**src/verilog/rv_pkg.sv**
```systemverilog
package rv_pkg;

  // ==========================================================================
  // sizes
  // ==========================================================================
  localparam int xlen       = 32;
  localparam int imem_words = 64;
  localparam int imem_aw    = 6;
  localparam int dmem_words = 64;

  // ==========================================================================
  // encodings
  // ==========================================================================
  localparam logic [6:0] op_rtype  = 7'b0110011;
  localparam logic [6:0] op_itype  = 7'b0010011;
  localparam logic [6:0] op_load   = 7'b0000011;
  localparam logic [6:0] op_store  = 7'b0100011;
  localparam logic [6:0] op_branch = 7'b1100011;

  localparam logic [2:0] alu_add = 3'd0;
  localparam logic [2:0] alu_sub = 3'd1;
  localparam logic [2:0] alu_and = 3'd2;
  localparam logic [2:0] alu_or  = 3'd3;
  localparam logic [2:0] alu_slt = 3'd4;

  localparam logic [1:0] fwd_reg   = 2'd0; // value read in decode.
  localparam logic [1:0] fwd_exmem = 2'd1;
  localparam logic [1:0] fwd_memwb = 2'd2;

  typedef struct packed {
    logic [6:0] funct7;
    logic [4:0] rs2;
    logic [4:0] rs1;
    logic [2:0] funct3;
    logic [4:0] rd;
    logic [6:0] opcode;
  } r_fmt_t;

  typedef struct packed {
    logic [11:0] imm12;
    logic [4:0]  rs1;
    logic [2:0]  funct3;
    logic [4:0]  rd;
    logic [6:0]  opcode;
  } i_fmt_t;

  typedef struct packed {
    logic [6:0] imm_hi;
    logic [4:0] rs2;
    logic [4:0] rs1;
    logic [2:0] funct3;
    logic [4:0] imm_lo;
    logic [6:0] opcode;
  } s_fmt_t;

  // the branch offset is scattered over the word and always even.
  typedef struct packed {
    logic       imm_12;
    logic [5:0] imm_10_5;
    logic [4:0] rs2;
    logic [4:0] rs1;
    logic [2:0] funct3;
    logic [3:0] imm_4_1;
    logic       imm_11;
    logic [6:0] opcode;
  } b_fmt_t;

  typedef union packed {
    r_fmt_t r_fmt;
    i_fmt_t i_fmt;
    s_fmt_t s_fmt;
    b_fmt_t b_fmt;
  } instr_u;

endpackage

```
**src/verilog/execute_stage.sv**
```systemverilog
`timescale 1ns/1ns

module execute_stage (
  input  logic [2:0]              alu_op,
  input  logic                    alu_src,
  input  logic [rv_pkg::xlen-1:0] rdata1,
  input  logic [rv_pkg::xlen-1:0] rdata2,
  input  logic [rv_pkg::xlen-1:0] imm,
  input  logic [1:0]              fwd_a,
  input  logic [1:0]              fwd_b,
  input  logic [rv_pkg::xlen-1:0] ex_mem_alu,
  input  logic [rv_pkg::xlen-1:0] wb_data,
  output logic [rv_pkg::xlen-1:0] alu_result,
  output logic [rv_pkg::xlen-1:0] store_value
);

  logic [rv_pkg::xlen-1:0] op_a;
  logic [rv_pkg::xlen-1:0] op_b;

  function automatic logic [rv_pkg::xlen-1:0] pick(
    input logic [1:0]              sel,
    input logic [rv_pkg::xlen-1:0] reg_val,
    input logic [rv_pkg::xlen-1:0] exmem_val,
    input logic [rv_pkg::xlen-1:0] memwb_val
  );
    case (sel)
      rv_pkg::fwd_exmem: return exmem_val;
      rv_pkg::fwd_memwb: return memwb_val;
      default:           return reg_val;
    endcase
  endfunction

  assign op_a        = pick(fwd_a, rdata1, ex_mem_alu, wb_data);
  assign store_value = pick(fwd_b, rdata2, ex_mem_alu, wb_data);
  assign op_b        = alu_src ? imm : store_value;

  always_comb begin
    case (alu_op)
      rv_pkg::alu_sub: alu_result = op_a - op_b;
      rv_pkg::alu_and: alu_result = op_a & op_b;
      rv_pkg::alu_or:  alu_result = op_a | op_b;
      rv_pkg::alu_slt: alu_result = {31'd0, $signed(op_a) < $signed(op_b)};
      default:         alu_result = op_a + op_b; // also the address for lw and sw.
    endcase
  end

endmodule

```
**config.mk**
```make
export PLATFORM = sky130hd
export DESIGN_NAME = execute_stage
export DESIGN_NICKNAME = d
export VERILOG_FILES = /design/src/verilog/rv_pkg.sv /design/src/verilog/execute_stage.sv
export SDC_FILE = /design/constraint.sdc
export NUM_CORES = 1
export LEC_CHECK = 0
export BUFFER_PORTS_ARGS = -buffer_cell sky130_fd_sc_hd__buf_2
export CAP_MARGIN = 15
export CORE_MARGIN = 2
export CORE_UTILIZATION = 54
export DETAILED_ROUTE_END_ITERATION = 16
export PLACE_DENSITY_LB_ADDON = 0.3
export SLEW_MARGIN = 10
export SYNTH_ARGS = -nofsm -noshare
export SYNTH_HDL_FRONTEND = slang
export SYNTH_SLANG_ARGS = --single-unit
```
**constraint.sdc**
```tcl
create_clock -name vclk -period 12.83
set_input_delay 3.849 -clock vclk [all_inputs]
set_output_delay 3.849 -clock vclk [all_outputs]
set_load 0.05 [all_outputs]
```
# == Yosys cells after proc, flatten, opt, wreduce, memory -nomap -nowiden ==
# Cells that the tools add are included.
# totals
in_bits,168
wordCells,17
ram_bits,0
latchBits,0
register_bits,0
mem_bits_ro,0
output_inout_bits,64
n_memories,0
# classes
reduce_logical,0
eq_ne,8
bitwise,2
n_shift,0
muxes,4
addsub,2
magnitude_cmp,1
div,0
n_mul,0
# op_table
operator,count
$pmux 32 s2,2
$pmux 32 s4,1
$add 32x32->32,1
$and 32x32->32,1
$lt 32x32->1,1
$mux 32,1
$or 32x32->32,1
$sub 32x32->32,1
$eq 3x2->1 const B,2
$eq 2x1->1 const B,2
$eq 2x2->1 const B,2
$eq 3x1->1 const B,1
$eq 3x3->1 const B,1

# == Longest topological paths before layout ==
# depth
ltp_word,5
depth_mapped,19
ltp_nobuf,18

# == Least setup slack after synthesis ==
# OpenSTA, ideal clock, no wires.
# synth_timing
kind,input port to output port
startpoint,in fwd_b[0]
endpoint,out alu_result[28] (netlist name)
path_stages,18
t_arrival_ps,8319
required_ps,8981
n_path_buf,2
path_slack_ps,662
cell_sequence,inv_1 ha_1 clkbuf_1 buf_1 a21oi_1 o21ai_0 ha_1 inv_1 fa_1 nor2b_1 o211ai_1 a21oi_1 o21a_1 a211o_1 a21oi_1 o31a_1 or4_1 a31oi_1
# synth_between
elab_chain_len,5
word_cells_on_any_way,9
cone_classes,add/sub: 2; eq/ne: 2; mux: 3; bitwise: 2
# synth_rtl
element,line,text
start: declaration,execute_stage.sv:10,"input logic [1:0] fwd_b,"
$eq 2x2->1 or $eq 2x1->1 (tied branches),execute_stage.sv:26,case (sel)
$pmux 32 s2 (*),execute_stage.sv:26,
$mux 32 (*),execute_stage.sv:35,assign op_b = alu_src ? imm : store_value;
$add 32x32->32 (tied with other cells),execute_stage.sv:43,default: alu_result = op_a + op_b;
$pmux 32 s4 (*),execute_stage.sv:38,case (alu_op)
end: declaration,execute_stage.sv:13,"output logic [rv_pkg::xlen-1:0] alu_result,"
# Mark *: on every way between the ends. The rest lies on a longest branch, timed or not.

# == Worst setup path in the final report ==
# layout_timing
startpoint,in fwd_b[0]
endpoint,out alu_result[23] (netlist name)
# Same word-level chain as after synthesis.

==> flow_summary.json <==
{
  "place_area_um2": 7891,
  "met1_length_um": 11350,
  "die_y_um": 115.2,
  "synth.cell_area_um2": 6681,
  "max_clock_freq_ghz": 0.08152,
  "syn_inst": 1116,
  "finalSetupViolations": 0,
  "antenna_found_initial": 1,
  "overflow": 0,
  "start_kind": "input pin",
  "synth.area.mux_share_pct": 0.6180,
  "internal_power_mw": 0.2146,
  "first_pass_iters": 6,
  "hold_path.class": "input pin to primary output",
  "switching_share_pct": 70.38,
  "synthAdderAreaFrac_pct": 19.33,
  "postLayoutCoreUtil_pct": 65.45,
  "setup_tns_ps": 0,
  "drc": 0,
  "num_vias": 9495,
  "slew_violations": 0,
  "synth_xor_xnor_area_share_pct": 0.3933,
  "min_period_ps": 12270,
  "antenna_left": 0,
  "synth_nets": 1386,
  "drive_gt1_share_pct": 21.06,
  "drv_cap": 0,
  "post-cts-setup-buffers": 0,
  "pwr-share-clk_pct": 0,
  "final_cell_area_um2": 7894,
  "finalHoldViolations": 0,
  "dieArea_um2": 13280,
  "grt_max_degree": 61,
  "nets": 1554,
  "grt_first_pass_wirelength_um": 43170,
  "detail_route.vias_per_cell": 6.544,
  "synth_top_area_cell": "ha_1",
  "gp_congestion": 1.070,
  "fp.dieW_um": 115.2,
  "synth_top_family_by_area": "compound AO/OA/AOI/OAI gates",
  "slew_headroom_pct": 24.73,
  "power_frac_comb_pct": 100.0,
  "yosysTopAreaCellShare_pct": 18.73,
  "drtIter0Drc": 1357,
  "grt_pass1_vias": 8227,
  "synth_commonest_cells": "134 x inv_1, 128 x nand2_1, 126 x o21ai_0",
  "rsz0062_at_grt": "no",
  "synth_most_common_cell": "inv_1",
  "synth_warnings": 0,
  "ys_types": 72,
  "routed.top_layer": "met4",
  "dp_hpwl_um": 22460,
  "ys_seq_area_share_pct": 0,
  "clock_buffers": 0,
  "criticalPathCategory": "input pin to primary output",
  "grt.total_usage_pct": 40.46,
  "critPathCaptureType": "primary output",
  "cts_resized": 0,
  "seqPwrFrac_pct": 0,
  "tightest_slew_ps": 1129,
  "num_rows": 40,
  "fin_crit_sh_pct": 95.62,
  "switchingPower_mw": 0.5100,
  "critPathRequiredTime_ps": 8980,
  "power.density_nw_per_um2": 91.80,
  "cp.arrival_ps": 8420,
  "synth-simple-area-share_pct": 21.59,
  "routedWlPerCell_um": 19.58,
  "holdBufCountCts": 0,
  "ir_drop_uv": 54.86,
  "core_um2": 12060,
  "io_buffers": 232,
  "wl_met2_um": 11910,
  "wl_met3_um": 4108,
  "nFlopsAndLatches": 0,
  "status": "complete, no violations",
  "io_pins": 232,
  "regArea_um2": 0,
  "start_util_pct": 55.39,
  "synth_compound_area_share_pct": 45.77,
  "critPathMaxFanout": 33,
  "syn_avg_cell_area_um2": 5.987,
  "syn2layout_area_growth_pct": 18.15,
  "routed_wl_um": 28410,
  "p_leak_nw": 3.982,
  "synthTopCellsByArea": "ha_1 19%, o21ai_0 9.4%, a22oi_1 7.6%, inv_1 7.5%, nand2_1 7.2%"
}
[metal layers]
metal | vias to the layer above | global-route usage [%]
li1 | 4362 | -
met5 | - | 0
met4 | 0 | 10.84
met1 | 4271 | 58.16
met2 | 762 | 60.98
met3 | 100 | 8.645
[cells by family (layout without fill, tap and decap cells)]
logic type / after synthesis / after routing
AO/OA/AOI/OAI: 468 / 468
XOR/XNOR: 3 / 3
adder cells (fa/ha/maj): 102 / 102
buffers and inverters: 215 / 381
multiplexers: 4 / 4
other: 0 / 1
AND/OR/NAND/NOR: 324 / 324
[metrics by stage]
| stage | hold slack [ps] | power, mW | instances | worst slack [ps] |
|---|---|---|---|---|
| floorplan | 8038 | 0.5181 | 1116 | 662.1 |
| global placement | 8133 | 0.6967 | 1450 | 760.7 |
| detailed placement | 8133 | 0.6998 | 1450 | 690.9 |
| CTS | 8135 | 0.7027 | 1450 | 686.0 |
| global route | 8149 | 0.7704 | 1451 | 174.3 |
| finish | 8137 | 0.7247 | 1451 | 562.5 |
[worst max-delay path, cell delays in order]
cell and delay, ps:
buf_2 90, inv_1 40, ha_2 350, buf_4 310, a21oi_1 150, o21ai_0 390, ha_1 320, a21o_1 170
and4_1 190, a311oi_1 620, o41ai_1 340, a21boi_1 390, o31a_1 250, nor3_1 80, or3_1 400, a22o_1 230
buf_2 220
[placed cells by master (no fill, tap or decap), types with 10 or more instances in the layout]
master and count:
ha_1 99, nand4_1 11, nor4_1 14, a21o_1 13, o21bai_1 13, nand2b_1 10
nand2_1 128, buf_2 232, o21ai_0 126, o211ai_1 15, nor2_1 107, a221oi_1 11
a21oi_1 94, a22oi_1 68, inv_1 134, a31oi_1 14, nor3_1 11, o21a_1 11
buf_4 15, o22ai_1 22
[path summary, 6_finish.rpt]
check,startpoint,end,slack [ps],cells past startpoint
worst max-delay path,fwd_b[0],alu_result[23],560,17
worst min-delay path,rdata2[27],store_value[27],8140,4
[area by class of cell]
type	count	area, um2
repair buffers	247	1274
multi-input cells	901	5904
diodes	1	2.502
inverters	134	503.0
fillers	1186	4168
well taps	168	210.2
[power by group through the flow]
| stage | logic (mW) | registers [mW] | clock network, mW |
|---|---|---|---|
| 3_5_place_dp | 0.700 | 0 | 0 |
| 4_1_cts | 0.703 | 0 | 0 |
| 3_3_place_gp | 0.697 | 0 | 0 |
| 5_1_grt | 0.770 | 0 | 0.0000000104 |
| 6_report | 0.725 | 0 | 0.0000000104 |
| 2_1_floorplan | 0.518 | 0 | 0 |
Note: power is estimated with default switching activity, not from simulation.
