File: src/verilog/rv_pkg.sv
package rv_pkg;

  // ==========================================================================
  // sizes
  // ==========================================================================
  localparam int xlen       = 32;
  localparam int imem_words = 64;
  localparam int imem_aw    = 6;
  localparam int dmem_words = 64;

  // ==========================================================================
  // encodings
  // ==========================================================================
  localparam logic [6:0] op_rtype  = 7'b0110011;
  localparam logic [6:0] op_itype  = 7'b0010011;
  localparam logic [6:0] op_load   = 7'b0000011;
  localparam logic [6:0] op_store  = 7'b0100011;
  localparam logic [6:0] op_branch = 7'b1100011;

  localparam logic [2:0] alu_add = 3'd0;
  localparam logic [2:0] alu_sub = 3'd1;
  localparam logic [2:0] alu_and = 3'd2;
  localparam logic [2:0] alu_or  = 3'd3;
  localparam logic [2:0] alu_slt = 3'd4;

  localparam logic [1:0] fwd_reg   = 2'd0; // value read in decode.
  localparam logic [1:0] fwd_exmem = 2'd1;
  localparam logic [1:0] fwd_memwb = 2'd2;

  typedef struct packed {
    logic [6:0] funct7;
    logic [4:0] rs2;
    logic [4:0] rs1;
    logic [2:0] funct3;
    logic [4:0] rd;
    logic [6:0] opcode;
  } r_fmt_t;

  typedef struct packed {
    logic [11:0] imm12;
    logic [4:0]  rs1;
    logic [2:0]  funct3;
    logic [4:0]  rd;
    logic [6:0]  opcode;
  } i_fmt_t;

  typedef struct packed {
    logic [6:0] imm_hi;
    logic [4:0] rs2;
    logic [4:0] rs1;
    logic [2:0] funct3;
    logic [4:0] imm_lo;
    logic [6:0] opcode;
  } s_fmt_t;

  // the branch offset is scattered over the word and always even.
  typedef struct packed {
    logic       imm_12;
    logic [5:0] imm_10_5;
    logic [4:0] rs2;
    logic [4:0] rs1;
    logic [2:0] funct3;
    logic [3:0] imm_4_1;
    logic       imm_11;
    logic [6:0] opcode;
  } b_fmt_t;

  typedef union packed {
    r_fmt_t r_fmt;
    i_fmt_t i_fmt;
    s_fmt_t s_fmt;
    b_fmt_t b_fmt;
  } instr_u;

endpackage

File: src/verilog/fetch_stage.sv
`timescale 1ns/1ns

module fetch_stage (
  input  logic                       clk,
  input  logic                       rst,
  input  logic                       run,
  input  logic                       stall,
  input  logic                       pc_sel,
  input  logic [rv_pkg::xlen-1:0]    branch_target,
  input  logic                       imem_we,
  input  logic [rv_pkg::imem_aw-1:0] imem_addr,
  input  logic [rv_pkg::xlen-1:0]    imem_wdata,
  output logic [rv_pkg::xlen-1:0]    pc,
  output rv_pkg::instr_u             instr
);

  logic [rv_pkg::xlen-1:0] imem [rv_pkg::imem_words];

  always_ff @(posedge clk) begin
    if (imem_we) begin
      imem[imem_addr] <= imem_wdata;
    end
  end

  assign instr = imem[pc[rv_pkg::imem_aw+1:2]]; // word addressed.

  always_ff @(posedge clk) begin
    if (rst || !run) begin
      pc <= '0;
    end else if (pc_sel) begin
      pc <= branch_target;
    end else if (!stall) begin
      pc <= pc + 32'd4;
    end
  end

  // the program is only loaded while the core is parked.
  assert property (@(posedge clk) disable iff (rst) !(imem_we && run))
    else $error("instruction memory written while the core runs.");

endmodule

File: config.mk
export PLATFORM = sky130hd
export DESIGN_NAME = fetch_stage
export DESIGN_NICKNAME = d
export VERILOG_FILES = /design/src/verilog/rv_pkg.sv /design/src/verilog/fetch_stage.sv
export SDC_FILE = /design/constraint.sdc
export NUM_CORES = 2
export LEC_CHECK = 0
export BUFFER_PORTS_ARGS = -buffer_cell sky130_fd_sc_hd__buf_2
export CAP_MARGIN = 20
export CELL_PAD_IN_SITES_DETAIL_PLACEMENT = 2
export CELL_PAD_IN_SITES_GLOBAL_PLACEMENT = 2
export CORE_ASPECT_RATIO = 0.7
export CORE_MARGIN = 2
export CORE_UTILIZATION = 35
export DETAILED_ROUTE_END_ITERATION = 7
export GPL_ROUTABILITY_DRIVEN = 0
export PLACE_DENSITY = 0.6
export SLEW_MARGIN = 20
export SYNTH_ARGS = -nofsm -noshare
export SYNTH_HDL_FRONTEND = slang
export SYNTH_SLANG_ARGS = --single-unit
File: constraint.sdc
create_clock -name clk -period 3.9 [get_ports clk]
set_clock_uncertainty 0.2 [all_clocks]
set_input_delay 0.39 -clock clk [delete_from_list [all_inputs] [get_ports clk]]
set_output_delay 0.39 -clock clk [all_outputs]
set_load 0.05 [all_outputs]
======== Word level (Yosys, flattened, before mapping) ========
Memories as Yosys holds them, arrays and structs flattened. A register that Yosys moved wholly into a read port is not among the register bits.
Cells that the tools add are included.
word-level totals
  RAM bits ................................ 2,048
  output and inout bits ................... 64
  flip-flop bits (word level) ............. 32
  memories ................................ 1
  logic and storage cells ................. 12
memory list
  name  depth  width  rd ports  clocked after Yosys merged registers in  wr ports  line               text
  imem  64     32     1         1                                        1         fetch_stage.sv:17  logic [rv_pkg::xlen-1:0] imem [rv_pkg::imem_words];
cells by class
  multiplexer cells ....................... 6
  reductions and logical operators ........ 2
  equal/unequal tests ..................... 1
  $add $sub $neg .......................... 1
operator list
  kind                     count
  $mux W32                 2
  $add A32 B3 Y32 const B  1
  $mux W6                  2
  $mux W1                  2
  $ne A2 B1 Y1 const B     1
  $logic_not A1 Y1         1
  $logic_or A1 B1 Y1       1

======== Logic depth before layout (Yosys ltp) ========
  word-level depth ........................ 5
  gate-level depth with buffers ........... 10
  gate-level depth less buffers ........... 6

======== Worst setup path before layout ========
Ideal clock, no wire load.
  path kind ............................... input -> register
  from .................................... in imem_addr[5] (netlist bit)
  to ...................................... mem imem[48][0] (netlist bit) (enable)
  arrival ................................. 3,266 ps
  cell stages on the path ................. 4
  required time ........................... 3,239 ps
  path slack .............................. -27 ps
  buffers on the path ..................... 1
  library setup time ...................... 461 ps
  cells stage by stage .................... clkbuf_1 > nand3_1 > or3_1 > nor3_1
RTL lines
  item                line               text
  start: declaration  fetch_stage.sv:11  input logic [rv_pkg::imem_aw-1:0] imem_addr,
  end: declaration    fetch_stage.sv:17
No word-level cell before the write port.

==> impl_metrics.csv <==
group,metric,value,unit
floorplanning,fp.dieArea,0.231,mm²
global_routing,antenna_found_initial,16,
clock_tree,clock_sink_count,2086,
layout,fillerInstances,20489,
worst_setup_path,ff2ff_setup_slack,1.26,ns
timing,setup_viol,24,
floorplanning,die_width,573,µm
floorplanning,design.portCount,140,
drt,routedLengthMet1,115000,µm
clock_tree,cts_tree,"done",
synth,postSynthRegisterBits,2086,
synth,post-synth-top-area-cell,"sky130_fd_sc_hd__edfxtp_1",
timing,rsz0062_at_grt,"yes",
floorplanning,dieHeight,402,µm
drt,drt_pass1_iterations,5,
layout,core_util_final,43.4,%
clock_tree,numCtsBuffers,207,
timing,fin_ws,-0.135,ns
timing,timing_max_transition_violations_final,0,
synth,asyncSetResetFlopFracSynth,0,%
placed_design,placement.setup.worst_slack,0.239,ns
timing,final_worst_path_period_need,4.03,ns
synth,ys.flop_type,"sky130_fd_sc_hd__edfxtp_1",
layout,nets,4285,
power,p_leak,30.1,nW
timing,hold_viol_final,0,
layout,commonest_non_fill_non_tap_cell_in_the_layout,"sky130_fd_sc_hd__edfxtp_1",
timing,worst-slew-pin-transition,1.06,ns
clock_tree,clk_pin_slew,0.07,ns
status,violations,"setup timing",
worst_setup_path,setup.worst_path.class,"flop to output pin",
global_routing,maximum_number_of_pins_on_one_net_before_global_route_repair,65,
worst_setup_path,cp_max_fo,8,
hold_path,hold_depth,3,
synth,synth.top_cells.by_area,"sky130_fd_sc_hd__edfxtp_1 78%, sky130_fd_sc_hd__mux4_2 15%, sky130_fd_sc_hd__o22ai_1 0.97%",
synth,synth.cell_area,0.0793,mm²
drt,drc,0,
power,power_density,481,mW/mm²
drt,routed-via-count,41768,
clock_tree,clock_latency_on_the_worst_skew_pair,0.84,ns
clock_tree,root_buffer,"sky130_fd_sc_hd__clkbuf_16",
placed_design,port_buffers,139,
hold_path,min_from,"run",
layout,ratio_of_cells_with_drive_above_1_in_the_final_layout,37.9,%
drt,detailroute.wirelength.met3,19100,µm
worst_setup_path,critical_path.reg2reg.endpoint,"pc[30]",
timing,fmaxAchievable,0.248,GHz
layout,layout-area-overhead-vs-synth,23.5,%
synth,synthesis.yosys.warnings,0,
synth,post_synth.cell_area_avg,22.5,µm²
placed_design,half_perimeter_wire_length_after_detailed_placement,147000,µm
drt,antenna_violating_nets_post_route,0,
worst_setup_path,timing.critical_path.arrival,3.44,ns
clock_tree,maximum_level_of_the_cts_h_tree,4,
floorplanning,core.rowCount,146,
floorplanning,initial_core_utilization,35.1,%
synth,yosys.area.top_type_share,77.5,%
floorplanning,fp.coreArea,0.226,mm²
power,vdd.ir_drop.worst,377,µV
hold_path,hold_ep,"pc[8]",
synth,yosysUniqueCellTypes,52,
status,outcome,"finished with violations",
timing,slew_headroom,29.1,%
global_routing,gr-total-overflow,0,
worst_setup_path,cp-end-kind,"output pin",
global_routing,grt_pass1_vias,44000,
global_routing,wire_length_of_the_first_global_routing_pass,359000,µm
global_routing,gr-usage-all-layers,22.3,%
layout,commonest_non_fill_non_tap_cells_in_the_layout,"2048 x sky130_fd_sc_hd__edfxtp_1, 512 x sky130_fd_sc_hd__mux4_2, 283 x sky130_fd_sc_hd__buf_4",
drt,drt_first_iter_violations,4734,
worst_setup_path,crit_path_start_kind,"flop",
worst_setup_path,critical_path.reg2reg.startpoint,"pc[14]",
worst_setup_path,reg2regPathDepth,5,
drt,top_layer,"met5",
drt,wl_met2,120000,µm
synth,mappedNetlistNets,3607,
synth,syn_inst,3530,
drt,detail_route.vias_per_cell,5.64,
hold_path,timing.hold.worst.class,"input pin to flop",
drt,drt_wl_total,261000,µm
job,maxCapViolCount,0,
synth,yosysSeqAreaShare,78.5,%
synth,number_of_enable_flip_flop_cells_after_synthesis,2048,
drt,wl_per_cell,35.3,µm
worst_setup_path,cp_data_required_time,3.31,ns
timing,min_period_over_period,103,%
clock_tree,cts_buffer_depth,4,
[worst max path at each step]
stage	to	slack [ns]	from
3_3_place_gp	instr[23]	0.23	flop
5_1_grt	instr[4]	-0.22	flop
6_report	instr[4]	-0.13	flop
4_1_cts	instr[4]	-0.20	flop
2_1_floorplan	imem[50][0]	0.16	imem_addr[5]
3_5_place_dp	instr[23]	0.24	flop
[power breakdown]
| part | switching [mW] | internal (mW) | leakage, nW | total (mW) |
|---|---|---|---|---|
| logic | 1.62 | 1.15 | 8.26 | 2.77 |
| registers | 0.0633 | 24.8 | 18.7 | 24.8 |
| clock network | 8.78 | 10.7 | 3.08 | 19.5 |
[area by class of cell]
type | instances | area (µm²) | share of cell area [%]
antenna | 7 | 17.5 | 0.0179
sequential | 2086 | 62300 | 63.6
timing repair buffer | 663 | 7550 | 7.71
clock inverter | 103 | 868 | 0.887
tap | 3034 | 3800 | 3.88
clock buffer | 257 | 5410 | 5.52
inverter | 6 | 22.5 | 0.0230
multi-input combinational | 1244 | 18000 | 18.4
[cell usage after synthesis, types with 3 or more instances]
| library cell | n |
|---|---|
| sky130_fd_sc_hd__o21ai_0 | 47 |
| sky130_fd_sc_hd__buf_4 | 8 |
| sky130_fd_sc_hd__a31oi_1 | 11 |
| sky130_fd_sc_hd__and3_1 | 4 |
| sky130_fd_sc_hd__mux2_2 | 30 |
| sky130_fd_sc_hd__nor4_1 | 11 |
| sky130_fd_sc_hd__nor2_1 | 118 |
| sky130_fd_sc_hd__and2_1 | 5 |
| sky130_fd_sc_hd__a21oi_1 | 80 |
| sky130_fd_sc_hd__mux2i_1 | 55 |
| sky130_fd_sc_hd__mux4_2 | 512 |
| sky130_fd_sc_hd__or3b_2 | 4 |
| sky130_fd_sc_hd__edfxtp_1 | 2048 |
| sky130_fd_sc_hd__clkbuf_1 | 90 |
| sky130_fd_sc_hd__dfxtp_1 | 38 |
| sky130_fd_sc_hd__nand3b_1 | 5 |
| sky130_fd_sc_hd__nand3_1 | 19 |
| sky130_fd_sc_hd__o221ai_1 | 25 |
| sky130_fd_sc_hd__buf_1 | 13 |
| sky130_fd_sc_hd__o22ai_1 | 123 |
| sky130_fd_sc_hd__nand2_1 | 42 |
| sky130_fd_sc_hd__a211oi_1 | 8 |
| sky130_fd_sc_hd__a221oi_1 | 20 |
| sky130_fd_sc_hd__inv_1 | 5 |
| sky130_fd_sc_hd__nand4_1 | 7 |
| sky130_fd_sc_hd__xor2_1 | 10 |
| sky130_fd_sc_hd__o211a_1 | 3 |
| sky130_fd_sc_hd__nand2b_1 | 13 |
| sky130_fd_sc_hd__nor3_1 | 9 |
| sky130_fd_sc_hd__a22oi_1 | 13 |
| sky130_fd_sc_hd__o22a_1 | 8 |
| sky130_fd_sc_hd__xnor2_1 | 14 |
| sky130_fd_sc_hd__nor2b_1 | 11 |
| sky130_fd_sc_hd__buf_2 | 81 |
| sky130_fd_sc_hd__or4_1 | 13 |
| sky130_fd_sc_hd__or3_1 | 9 |
[sequential cells by signal (all words and copies together) (netlist names), named ones only]
| name | count |
|---|---|
| imem | 2048 |
| pc | 32 |
[cell families (layout without fill, tap and decap cells)]
family	after synthesis	after routing	synth area share, %
buffers and inverters	200	1029	1.13
adder cells (fa/ha/maj)	1	1	0.0158
flip-flops	2086	2086	78.5
XOR/XNOR	24	24	0.265
other	0	7	0
AO/OA/AOI/OAI	342	342	2.72
AND/OR/NAND/NOR	280	280	1.73
multiplexers	597	597	15.7
[critical path, stage by stage (launching register included)]
cell	delay, ns
sky130_fd_sc_hd__dfxtp_4	0.36
sky130_fd_sc_hd__buf_12	0.16
sky130_fd_sc_hd__buf_16	0.18
sky130_fd_sc_hd__buf_16	0.15
sky130_fd_sc_hd__mux4_2	0.57
sky130_fd_sc_hd__mux4_2	0.58
sky130_fd_sc_hd__nor2_2	0.15
sky130_fd_sc_hd__buf_6	0.14
sky130_fd_sc_hd__a211oi_4	0.06
sky130_fd_sc_hd__buf_6	0.18
[routing by layer]
| metal | up-vias | GRT usage, % |
|---|---|---|
| met4 | 6 | 5.77 |
| met2 | 1691 | 34.2 |
| met3 | 330 | 4.52 |
| met1 | 23274 | 32.4 |
| met5 | - | 0 |
| li1 | 16467 | - |
[what timing repair did]
item	in CTS	in global routing
buffers inserted	79	56
pin swaps	52	33
gates resized for setup	368	87
gates cloned	32	5
setup endpoints to repair	32	32
hold buffers	67	26
endpoints found under the hold margin	192	1600
[through the flow]
step | power, mW | instances | TNS (ns) | area, µm² | hold slack [ns]
floorplan | 26.4 | 3530 | 0 | 79300 | 0.289
global placement | 27.4 | 6776 | 0 | 86300 | 0.273
detailed placement | 27.5 | 6776 | 0 | 86300 | 0.283
CTS | 47.3 | 7311 | -2.57 | 96600 | 0.0114
global route | 48.4 | 7397 | -3.99 | 97900 | 0.0574
finish | 47.1 | 7400 | -1.50 | 97900 | 0.0736
No activity file was read; power rests on OpenSTA's default activity.
