## config.mk

```make
export PLATFORM = sky130hd
export DESIGN_NAME = pipeline_control
export DESIGN_NICKNAME = d
export VERILOG_FILES = /design/src/verilog/rv_pkg.sv /design/src/verilog/pipeline_control.sv
export SDC_FILE = /design/constraint.sdc
export NUM_CORES = 1
export LEC_CHECK = 0
export BUFFER_PORTS_ARGS = -buffer_cell sky130_fd_sc_hd__clkbuf_2
export CORE_ASPECT_RATIO = 1.2
export CORE_MARGIN = 3
export CORE_UTILIZATION = 39
export DETAILED_ROUTE_END_ITERATION = 10
export GPL_ROUTABILITY_DRIVEN = 1
export PLACE_DENSITY_LB_ADDON = 0.12
export RECOVER_POWER = 25
export SETUP_SLACK_MARGIN = 0.05
export SLEW_MARGIN = 20
export SYNTH_ARGS = -nofsm -noshare
export SYNTH_HDL_FRONTEND = slang
export SYNTH_SLANG_ARGS = --single-unit
```

## constraint.sdc

```tcl
create_clock -name vclk -period 3.95
set_clock_uncertainty 0.1 [all_clocks]
set_input_delay 0.1975 -clock vclk [all_inputs]
set_output_delay 0.1975 -clock vclk [all_outputs]
set_load 0.02 [all_outputs]
```

## src/verilog/rv_pkg.sv

```systemverilog
package rv_pkg;

  // ==========================================================================
  // sizes
  // ==========================================================================
  localparam int xlen       = 32;
  localparam int imem_words = 64;
  localparam int imem_aw    = 6;
  localparam int dmem_words = 64;

  // ==========================================================================
  // encodings
  // ==========================================================================
  localparam logic [6:0] op_rtype  = 7'b0110011;
  localparam logic [6:0] op_itype  = 7'b0010011;
  localparam logic [6:0] op_load   = 7'b0000011;
  localparam logic [6:0] op_store  = 7'b0100011;
  localparam logic [6:0] op_branch = 7'b1100011;

  localparam logic [2:0] alu_add = 3'd0;
  localparam logic [2:0] alu_sub = 3'd1;
  localparam logic [2:0] alu_and = 3'd2;
  localparam logic [2:0] alu_or  = 3'd3;
  localparam logic [2:0] alu_slt = 3'd4;

  localparam logic [1:0] fwd_reg   = 2'd0; // value read in decode.
  localparam logic [1:0] fwd_exmem = 2'd1;
  localparam logic [1:0] fwd_memwb = 2'd2;

  typedef struct packed {
    logic [6:0] funct7;
    logic [4:0] rs2;
    logic [4:0] rs1;
    logic [2:0] funct3;
    logic [4:0] rd;
    logic [6:0] opcode;
  } r_fmt_t;

  typedef struct packed {
    logic [11:0] imm12;
    logic [4:0]  rs1;
    logic [2:0]  funct3;
    logic [4:0]  rd;
    logic [6:0]  opcode;
  } i_fmt_t;

  typedef struct packed {
    logic [6:0] imm_hi;
    logic [4:0] rs2;
    logic [4:0] rs1;
    logic [2:0] funct3;
    logic [4:0] imm_lo;
    logic [6:0] opcode;
  } s_fmt_t;

  // the branch offset is scattered over the word and always even.
  typedef struct packed {
    logic       imm_12;
    logic [5:0] imm_10_5;
    logic [4:0] rs2;
    logic [4:0] rs1;
    logic [2:0] funct3;
    logic [3:0] imm_4_1;
    logic       imm_11;
    logic [6:0] opcode;
  } b_fmt_t;

  typedef union packed {
    r_fmt_t r_fmt;
    i_fmt_t i_fmt;
    s_fmt_t s_fmt;
    b_fmt_t b_fmt;
  } instr_u;

endpackage

```

## src/verilog/pipeline_control.sv

```systemverilog
`timescale 1ns/1ns

module pipeline_control (
  input  logic           clk,
  input  logic           rst,
  input  rv_pkg::instr_u if_id_instr,
  input  logic [4:0]     id_ex_rs1,
  input  logic [4:0]     id_ex_rs2,
  input  logic [4:0]     id_ex_rd,
  input  logic           id_ex_mem_read,
  input  logic           id_ex_reg_write,
  input  logic [4:0]     ex_mem_rd,
  input  logic           ex_mem_reg_write,
  input  logic           ex_mem_mem_read,
  input  logic [4:0]     mem_wb_rd,
  input  logic           mem_wb_reg_write,
  input  logic           branch_taken,
  output logic           reg_write,
  output logic           mem_read,
  output logic           mem_write,
  output logic           mem_to_reg,
  output logic           alu_src,
  output logic [2:0]     alu_op,
  output logic           stall,
  output logic           pc_sel,
  output logic           flush_if,
  output logic [1:0]     fwd_a,
  output logic [1:0]     fwd_b
);

  logic [6:0] opcode;
  logic [4:0] rs1;
  logic [4:0] rs2;
  logic       use_rs1;
  logic       use_rs2;
  logic       ex_hit;
  logic       mem_hit;
  logic       load_use;
  logic       branch_hazard;
  logic       dec_reg_write;
  logic       dec_mem_read;
  logic       dec_mem_write;
  logic       dec_mem_to_reg;
  logic       dec_alu_src;
  logic [2:0] dec_alu_op;

  function automatic logic [2:0] arith_op(input logic [2:0] funct3, input logic sub);
    case (funct3)
      3'b000:  return sub ? rv_pkg::alu_sub : rv_pkg::alu_add;
      3'b010:  return rv_pkg::alu_slt;
      3'b110:  return rv_pkg::alu_or;
      3'b111:  return rv_pkg::alu_and;
      default: return rv_pkg::alu_add;
    endcase
  endfunction

  function automatic logic [1:0] fwd_sel(input logic [4:0] src);
    if (ex_mem_reg_write && ex_mem_rd != 5'd0 && ex_mem_rd == src) begin
      return rv_pkg::fwd_exmem;
    end else if (mem_wb_reg_write && mem_wb_rd != 5'd0 && mem_wb_rd == src) begin
      return rv_pkg::fwd_memwb;
    end
    return rv_pkg::fwd_reg;
  endfunction

  assign opcode = if_id_instr.r_fmt.opcode;
  assign rs1    = if_id_instr.r_fmt.rs1;
  assign rs2    = if_id_instr.r_fmt.rs2;

  always_comb begin
    dec_reg_write  = 1'b0;
    dec_mem_read   = 1'b0;
    dec_mem_write  = 1'b0;
    dec_mem_to_reg = 1'b0;
    dec_alu_src    = 1'b0;
    dec_alu_op     = rv_pkg::alu_add;
    case (opcode)
      rv_pkg::op_rtype: begin
        dec_reg_write = 1'b1;
        dec_alu_op    = arith_op(if_id_instr.r_fmt.funct3, if_id_instr.r_fmt.funct7[5]);
      end
      rv_pkg::op_itype: begin
        dec_reg_write = 1'b1;
        dec_alu_src   = 1'b1;
        dec_alu_op    = arith_op(if_id_instr.i_fmt.funct3, 1'b0);
      end
      rv_pkg::op_load: begin
        dec_reg_write  = 1'b1;
        dec_mem_read   = 1'b1;
        dec_mem_to_reg = 1'b1;
        dec_alu_src    = 1'b1;
      end
      rv_pkg::op_store: begin
        dec_mem_write = 1'b1;
        dec_alu_src   = 1'b1;
      end
      default: ; // branches and bubbles write nothing.
    endcase
  end

  // ==========================================================================
  // hazards
  // ==========================================================================
  assign use_rs1 = opcode inside {rv_pkg::op_rtype, rv_pkg::op_itype, rv_pkg::op_load,
                                  rv_pkg::op_store, rv_pkg::op_branch};
  assign use_rs2 = opcode inside {rv_pkg::op_rtype, rv_pkg::op_store, rv_pkg::op_branch};

  assign ex_hit  = (id_ex_rd != 5'd0) &&
                   ((use_rs1 && id_ex_rd == rs1) || (use_rs2 && id_ex_rd == rs2));
  assign mem_hit = (ex_mem_rd != 5'd0) &&
                   ((use_rs1 && ex_mem_rd == rs1) || (use_rs2 && ex_mem_rd == rs2));

  assign load_use      = id_ex_mem_read && ex_hit;
  assign branch_hazard = (opcode == rv_pkg::op_branch) &&
                         ((id_ex_reg_write && ex_hit) || (ex_mem_mem_read && mem_hit));
  assign stall         = load_use || branch_hazard;

  assign reg_write  = dec_reg_write && !stall; // bubble into ID/EX.
  assign mem_read   = dec_mem_read && !stall;
  assign mem_write  = dec_mem_write && !stall;
  assign mem_to_reg = dec_mem_to_reg && !stall;
  assign alu_src    = dec_alu_src && !stall;
  assign alu_op     = stall ? rv_pkg::alu_add : dec_alu_op;

  assign pc_sel   = branch_taken && !stall;
  assign flush_if = pc_sel;

  always_comb begin
    fwd_a = fwd_sel(id_ex_rs1);
    fwd_b = fwd_sel(id_ex_rs2);
  end

  // the bubble behind a load clears the hazard on the next cycle.
  assert property (@(posedge clk) disable iff (rst) load_use |=> !load_use)
    else $error("load-use stall held for more than one cycle.");

  assert property (@(posedge clk) disable iff (rst) pc_sel |=> opcode == 7'd0)
    else $error("instruction behind a taken branch was not flushed.");

endmodule

```

-- Word level (Yosys, flattened, before mapping)
Index checks and enable logic that the tools add are counted.
- register bits: 0
- bits of input ports: 65
- logic and storage cells: 69
- eq/ne operators: 16
- mux-type cells: 19
- reductions and logical operators: 34
- operators by type and width (operator ; number):
    5-bit equality test ; 8
    1-bit logical AND ; 21
    5-bit nonzero test ; 4
    7-bit by 6-bit equality test with 1-bit output, second input constant ; 2
    2-bit 2-to-1 mux ; 6
    3-bit case mux with 4 select lines ; 1
    1-bit 2-to-1 mux ; 9
    3-bit case mux with 3 select lines ; 1
    7-bit by 2-bit equality test with 1-bit output, second input constant ; 1
    7-bit by 5-bit equality test with 1-bit output, second input constant ; 1
    7-bit equality test, second input constant ; 1
    3-bit equality test, second input constant ; 2
    3-bit case mux with 2 select lines ; 1
    3-bit OR reduction ; 2
    1-bit logical OR ; 4
    3-bit by 2-bit equality test with 1-bit output, second input constant ; 1
    3-bit logical NOT ; 1
    3-bit 2-to-1 mux ; 1
    3-bit nonzero test ; 1
    1-bit logical NOT ; 1

-- Depth between registers and ports, before layout
Gate-level depths: netlist of run 1.
- word-level depth: 11
- gate-level depth with buffers: 8
- mapped depth without buffers: 6

-- Worst setup path after synthesis of run 1
No wires, ideal clock.
- path type: input port to output port
- from: input port ex_mem_rd[4]
- to: output port mem_to_reg
- data arrival time: 2.118 ns
- required time: 3.652 ns
- setup slack: 1.535 ns
- cell stages on the path: 8
- path through: buf_2 -> xnor2_1 -> nand3_1 -> nor3_1 -> o211ai_1 -> a22oi_4 -> nor4b_1 -> buf_4
- longest elaborated chain between the ends: 10
- elaborated cells between the ends (all ways): 13
- those cells by class: eq/ne (2); reduce/logical (11)
- RTL lines (item ; line ; RTL):
    from (decl) ; pipeline_control.sv:12 ; input logic [4:0] ex_mem_rd,
    5-bit equality test ; pipeline_control.sv:111 ; ((use_rs1 && ex_mem_rd == rs1) || (use_rs2 && ex_mem_rd == rs2));
    1-bit logical AND ; pipeline_control.sv:111 ;
    1-bit logical OR ; pipeline_control.sv:111 ;
    1-bit logical AND (*) ; pipeline_control.sv:110 ; assign mem_hit = (ex_mem_rd != 5'd0) &&
    1-bit logical AND (*) ; pipeline_control.sv:115 ; ((id_ex_reg_write && ex_hit) || (ex_mem_mem_read && mem_hit));
    1-bit logical OR (*) ; pipeline_control.sv:115 ;
    1-bit logical AND (*) ; pipeline_control.sv:114 ; assign branch_hazard = (opcode == rv_pkg::op_branch) &&
    1-bit logical OR (*) ; pipeline_control.sv:116 ; assign stall = load_use || branch_hazard;
    net stall ; pipeline_control.sv:24 ; output logic stall,
    1-bit logical NOT (*) ; -- ;
    1-bit logical AND (*) ; -- ;
    to (decl) ; pipeline_control.sv:21 ; output logic mem_to_reg,
Mark *: on every way through the listed nets, which the timed path passes. The rest lies on a longest branch.

-- Worst setup path in the final report of run 1
- from: input port if_id_instr[3] (netlist name)
- to: output port mem_to_reg
- longest elaborated chain between the ends: 11
- elaborated cells between the ends (all ways): 24
- those cells by class: eq/ne (5); mux (1); reduce/logical (18)
- RTL lines (item ; line ; RTL):
    from (decl) ; pipeline_control.sv:6 ; input rv_pkg::instr_u if_id_instr,
    7-bit by 6-bit equality test with 1-bit output, or another cell as far along ; pipeline_control.sv:104, pipeline_control.sv:106 ;
    5-bit nonzero test or 3-bit nonzero test (tied branches) ; pipeline_control.sv:104, pipeline_control.sv:106 ;
    1-bit logical AND, on equally long branches ; pipeline_control.sv:109, pipeline_control.sv:111 ;
    1-bit logical OR, on equally long branches ; pipeline_control.sv:109, pipeline_control.sv:111 ;
    1-bit logical AND, on equally long branches ; pipeline_control.sv:108, pipeline_control.sv:110 ;
    1-bit logical AND ; pipeline_control.sv:115 ;
    1-bit logical OR ; pipeline_control.sv:115 ;
    1-bit logical AND ; pipeline_control.sv:114 ;
    1-bit logical OR ; pipeline_control.sv:116 ;
    1-bit logical NOT ; pipeline_control.sv:121 ; assign mem_to_reg = dec_mem_to_reg && !stall;
    1-bit logical AND (*) ; pipeline_control.sv:121 ;
Every way passes the cells marked *; elsewhere a longest branch is shown, timed or not.

==> results of run 1 <==
## worst max-delay path: cells and delay by family
kind	cells	cell delay (ps)
AO/OA/AOI/OAI	1	320
buffers and inverters	2	280
AND/OR/NAND/NOR	4	920
## final cells by class
cell class,instances,area [sq um],area share
multi-input cells,92,677,0.657
repair buffers,67,332,0.322
well taps,18,22.5,0.0218
## cells in the mapped netlist, types with 2 or more instances
cell type / number / area share
buf_2: 5 / 0.035
buf_4: 2 / 0.021
nand2_1: 9 / 0.047
nand3_1: 7 / 0.049
nor2_1: 6 / 0.031
nor2b_1: 2 / 0.017
nor3_1: 7 / 0.049
nor4_1: 5 / 0.044
nor4bb_1: 2 / 0.028
or4_1: 3 / 0.031
xnor2_1: 18 / 0.22
xor2_1: 22 / 0.27
## per-layer routing
layer | track usage | routed length (um)
met1 | 0.192 | 756
met2 | 0.304 | 976
met3 | 0.00680 | 200
met5 | 0 | 0
met4 | 0 | 0
## kinds of logic (layout without fill, tap and decap cells)
logic type,after synthesis,count (layout),synth area share
compound gates,6,6,0.0890
xor+xnor,40,40,0.489
buf+inv,7,67,0.0558
simple gates,46,46,0.366
## path summary, 6_finish.rpt
| check | end | slack (ps) | depth (start not counted) |
|---|---|---|---|
| max | mem_to_reg | 1940 | 7 |
| min | alu_op[0] | 570 | 3 |
## layout by cell type, fill, tap and decap left out
master	count
a22oi_4	1
or4_1	3
nand2_1	9
o221ai_1	1
nor4_4	1
a21oi_1	1
xor2_1	22
nor2_1	6
nor3b_1	1
clkbuf_2	64
nor3_1	7
clkbuf_1	3
and3_1	1
xnor2_1	18
o211ai_1	1
nor2b_1	2
nor4_1	5
a32oi_2	1
nor4bb_1	2
nand4_1	1
o21ai_0	1
nand3_1	7
nor4b_1	1
## per-stage QoR
step / instances / hold WS [ps] / instance area [sq um] / util
after detailed placement: 177 / 574 / 1030 / 0.615
final: 177 / 574 / 1030 / 0.613
after global routing: 177 / 610 / 1030 / 0.613
after global placement: 177 / 569 / 1030 / 0.615
after CTS: 177 / 575 / 1030 / 0.615
after floorplan: 99 / 385 / 717 / -
## power by group through the flow
stage / registers, W / clock network (W) / logic (W)
after global routing: 0 / 0 / 0.000104
after CTS: 0 / 0 / 0.0000947
final: 0 / 0 / 0.0000937
after detailed placement: 0 / 0 / 0.0000943
after global placement: 0 / 0 / 0.0000922
after floorplan: 0 / 0 / 0.0000517
==> flow_metrics.py, run 1 <==
metrics = {
    "power": {
        "pwr-share-clk": 0,
        "p_comb_frac": 1.000,
        "p_leak_nw": 0.490,
        "irDropWorstVdd_mv": 0.0487,
        "p_sw_w": 0.0000466,
        "power.internal_w": 0.0000471,
        "total_power_w": 0.0000937,
        "p_sw_frac": 0.498,
        "powerDensity_nw_per_um2": 90.9,
        "seqPwrFrac": 0,
    },
    "place": {
        "dp_hpwl_um": 1800,
        "port-buffer-count": 67,
        "place.gp.congestion": 0.729,
        "place_ws_ps": 1940,
    },
    "worst_hold_path": {
        "hp-start": "if_id_instr[12]",
        "min_path_type": "in2out",
    },
    "sta": {
        "max_freq_mhz": 499,
        "period_share": 0.508,
        "fin_ws_ps": 1940,
        "hold_viol": 0,
        "grt_setup_unrepaired": "false",
        "finalSetupViolations": 0,
        "slew_viol_final": 0,
        "post-route-min-period_ps": 2010,
        "tightest_slew_ps": 403,
        "relSlewSlack": 0.729,
        "setup_tns_ps": 0,
    },
    "synthesis": {
        "avgSynthCellArea_sq_um": 7.24,
        "ys_seq_area_frac": 0,
        "netlist_area_sq_um": 717,
        "syn_inst": 99,
        "synth_fp_nets": 164,
        "synth.distinct_cells": 23,
        "yosys_warnings": 0,
    },
    "cells_and_area": {
        "syn_to_final_growth_pct": 43.8,
        "seq_cells": 0,
        "fillCellCount": 173,
        "layout-drive-gt1-share": 0.421,
        "clkbuf_count": 0,
        "seqCellArea_sq_um": 0,
        "n_antenna_cell": 0,
        "nets": 226,
    },
    "run_status": {
        "status": "complete, no violations",
    },
    "critical_path": {
        "worst_setup_path_end_kind": "output port",
        "arrival_ps": 1710,
        "crit_path_start": "if_id_instr[3]",
        "cp-start-kind": "input pin",
        "path_class": "in2out",
        "worst_path_max_delay_cell": "nor4_4",
        "crit_fanout": 9,
        "worst-endpoint-required_ps": 3650,
        "critPathMaxStageDelay_ps": 440,
        "cp_common_cell": "clkbuf_2",
        "crit_chain": "clkbuf_2 -> nor4_4 -> and3_1 -> nand3_1 -> a22oi_4 -> nor4b_1 -> clkbuf_2",
    },
    "routing": {
        "viasPerCell": 5.07,
        "wire_per_inst_um": 10.9,
        "drt-total-wl_um": 1930,
        "via_count": 897,
        "drtIter0Drc": 3,
        "ant_nets": 0,
        "drtPass1Iterations": 2,
        "route.detailed.drc": 0,
    },
    "die": {
        "die_x_um": 45.1,
        "die_area_sq_um": 2390,
        "ioPinCount": 80,
        "rows": 16,
        "chipHeight_um": 53.0,
        "start_util": 0.426,
        "fp.coreArea_sq_um": 1680,
    },
    "run": {
        "maxCapViolations": 0,
    },
    "global_routing": {
        "grt_pass1_vias": 771,
        "grt_pass1_wl_um": 2990,
        "grt_max_degree": 10,
        "overflow": 0,
        "antenna_found_initial": 0,
        "grt_use_total": 0.156,
    },
    "clock_tree": {
        "post_cts_buffers": 0,
        "cts_hold_repair.buffers": 0,
        "cts_resized": 0,
    },
}
(Power assumes the default switching activity.)
==> run 2: changes to the inputs <==
--- a/config.mk
+++ b/config.mk
@@ -8,7 +8,7 @@
 export BUFFER_PORTS_ARGS = -buffer_cell sky130_fd_sc_hd__clkbuf_2
 export CORE_ASPECT_RATIO = 1.2
 export CORE_MARGIN = 3
-export CORE_UTILIZATION = 39
+export CORE_UTILIZATION = 33
 export DETAILED_ROUTE_END_ITERATION = 10
 export GPL_ROUTABILITY_DRIVEN = 1
 export PLACE_DENSITY_LB_ADDON = 0.12
==> constraint.sdc (replaced) <==
create_clock -name vclk -period 1.75
set_clock_uncertainty 0.1 [all_clocks]
set_input_delay 0.0875 -clock vclk [all_inputs]
set_output_delay 0.0875 -clock vclk [all_outputs]
set_load 0.02 [all_outputs]
==> flow_metrics.py, run 2 (synthesized netlist as in run 1, its figures left out) <==
metrics = {
    "sta": {
        "grt_setup_unrepaired": "true",
        "max_freq_mhz": 582,
        "setup_tns_ps": 0,
        "period_share": 0.981,
        "hold_viol": 0,
        "post-route-min-period_ps": 1720,
        "relSlewSlack": 0.755,
        "fin_ws_ps": 33.1,
        "finalSetupViolations": 0,
        "tightest_slew_ps": 364,
        "slew_viol_final": 0,
    },
    "place": {
        "port-buffer-count": 67,
        "dp_hpwl_um": 1930,
        "place.gp.congestion": 0.743,
        "place_ws_ps": -39.7,
    },
    "routing": {
        "route.detailed.drc": 0,
        "drtIter0Drc": 5,
        "ant_nets": 0,
        "wire_per_inst_um": 13.2,
        "drtPass1Iterations": 2,
        "via_count": 982,
        "viasPerCell": 5.09,
        "drt-total-wl_um": 2560,
    },
    "cells_and_area": {
        "fillCellCount": 180,
        "layout-drive-gt1-share": 0.588,
        "seqCellArea_sq_um": 0,
        "post-route-util": 0.706,
        "syn_to_final_growth_pct": 92.7,
        "final_common_cell": "clkbuf_2",
        "seq_cells": 0,
        "clkbuf_count": 0,
        "nets": 232,
        "n_antenna_cell": 0,
        "final_cell_mix": "clkbuf_2, xor2_1, buf_4, xnor2_1, nand2_1",
    },
    "die": {
        "fp.coreArea_sq_um": 1960,
        "die_x_um": 48.6,
        "ioPinCount": 80,
        "start_util": 0.366,
        "chipHeight_um": 57.1,
        "rows": 17,
        "die_area_sq_um": 2770,
    },
    "critical_path": {
        "critPathMaxStageDelay_ps": 220,
        "worst-endpoint-required_ps": 1560,
        "crit_fanout": 5,
        "crit_chain": "clkbuf_2 -> nor2_2 -> nand2_2 -> and3_4 -> a32oi_4 -> a22oi_4 -> buf_12 -> nor4b_4 -> buf_4",
        "crit_path_start": "id_ex_rd[3]",
        "path_class": "in2out",
        "worst_setup_path_end_kind": "output port",
        "cp_top_family": "simple AND/OR/NAND/NOR gates",
        "cp-start-kind": "input pin",
        "crit_buf_inv": 3,
        "arrival_ps": 1530,
        "worst_path_max_delay_cell": "nor4b_4",
    },
    "global_routing": {
        "antenna_found_initial": 0,
        "grt_use_total": 0.147,
        "grt_pass1_vias": 855,
        "grt_max_degree": 10,
        "overflow": 0,
        "grt_pass1_wl_um": 3480,
    },
    "power": {
        "p_leak_nw": 0.615,
        "powerDensity_nw_per_um2": 203,
        "irDropWorstVdd_mv": 0.133,
    },
    "worst_hold_path": {
        "min_path_type": "in2out",
        "hp-start": "if_id_instr[12]",
    },
    "clock_tree": {
        "cts_hold_repair.buffers": 0,
    },
    "run_status": {
        "status": "complete, no violations",
    },
    "run": {
        "maxCapViolations": 0,
    },
}
[run 2: cell types whose count changed in the layout (fill, tap and decap cells not counted), sizes merged]
cell,change
clkbuf,-19
buf,+25
[run 2: timing repair]
item / CTS / global route
setup endpoints to repair: 11 / 11
buffers inserted: 1 / 0
gates resized for setup: 10 / 59
cloned: 0 / 1
pin swaps: 3 / 11
[run 2: metal layers]
metal / track usage / part of all wire / up-vias
li1: - / - / 486
met1: 0.159 / 0.32 / 442
met2: 0.313 / 0.56 / 48
met3: 0.0209 / 0.090 / 6
met4: 0 / 0.025 / 0
met5: 0 / 0 / -
[run 2: power by group]
part | switching [W] | leakage (nW) | internal [W] | total, W
registers | 0 | 0 | 0 | 0
clock network | 0 | 0 | 0 | 0
logic | 0.000135 | 0.615 | 0.000145 | 0.000280
[run 2: cell type report]
class	instances	area (sq um)	share of cell area
tap	28	35.0	0.0254
timing repair buffer	73	494	0.358
multi-input combinational	92	852	0.617
[run 2: per-stage QoR]
step | std cells | power, W | hold slack, ps | cell area (sq um)
2_1_floorplan | 99 | 0.000119 | 114 | 751
3_3_place_gp | 191 | 0.000217 | 356 | 1110
3_5_place_dp | 191 | 0.000222 | 362 | 1110
4_1_cts | 192 | 0.000231 | 372 | 1180
5_1_grt | 193 | 0.000304 | 379 | 1380
6_report | 193 | 0.000280 | 366 | 1380
[run 2: final timing paths]
| kind | endpoint | slack (ps) | cells past startpoint |
|---|---|---|---|
| worst max-delay path | mem_to_reg | 30 | 9 |
| worst min-delay path | alu_op[0] | 370 | 3 |
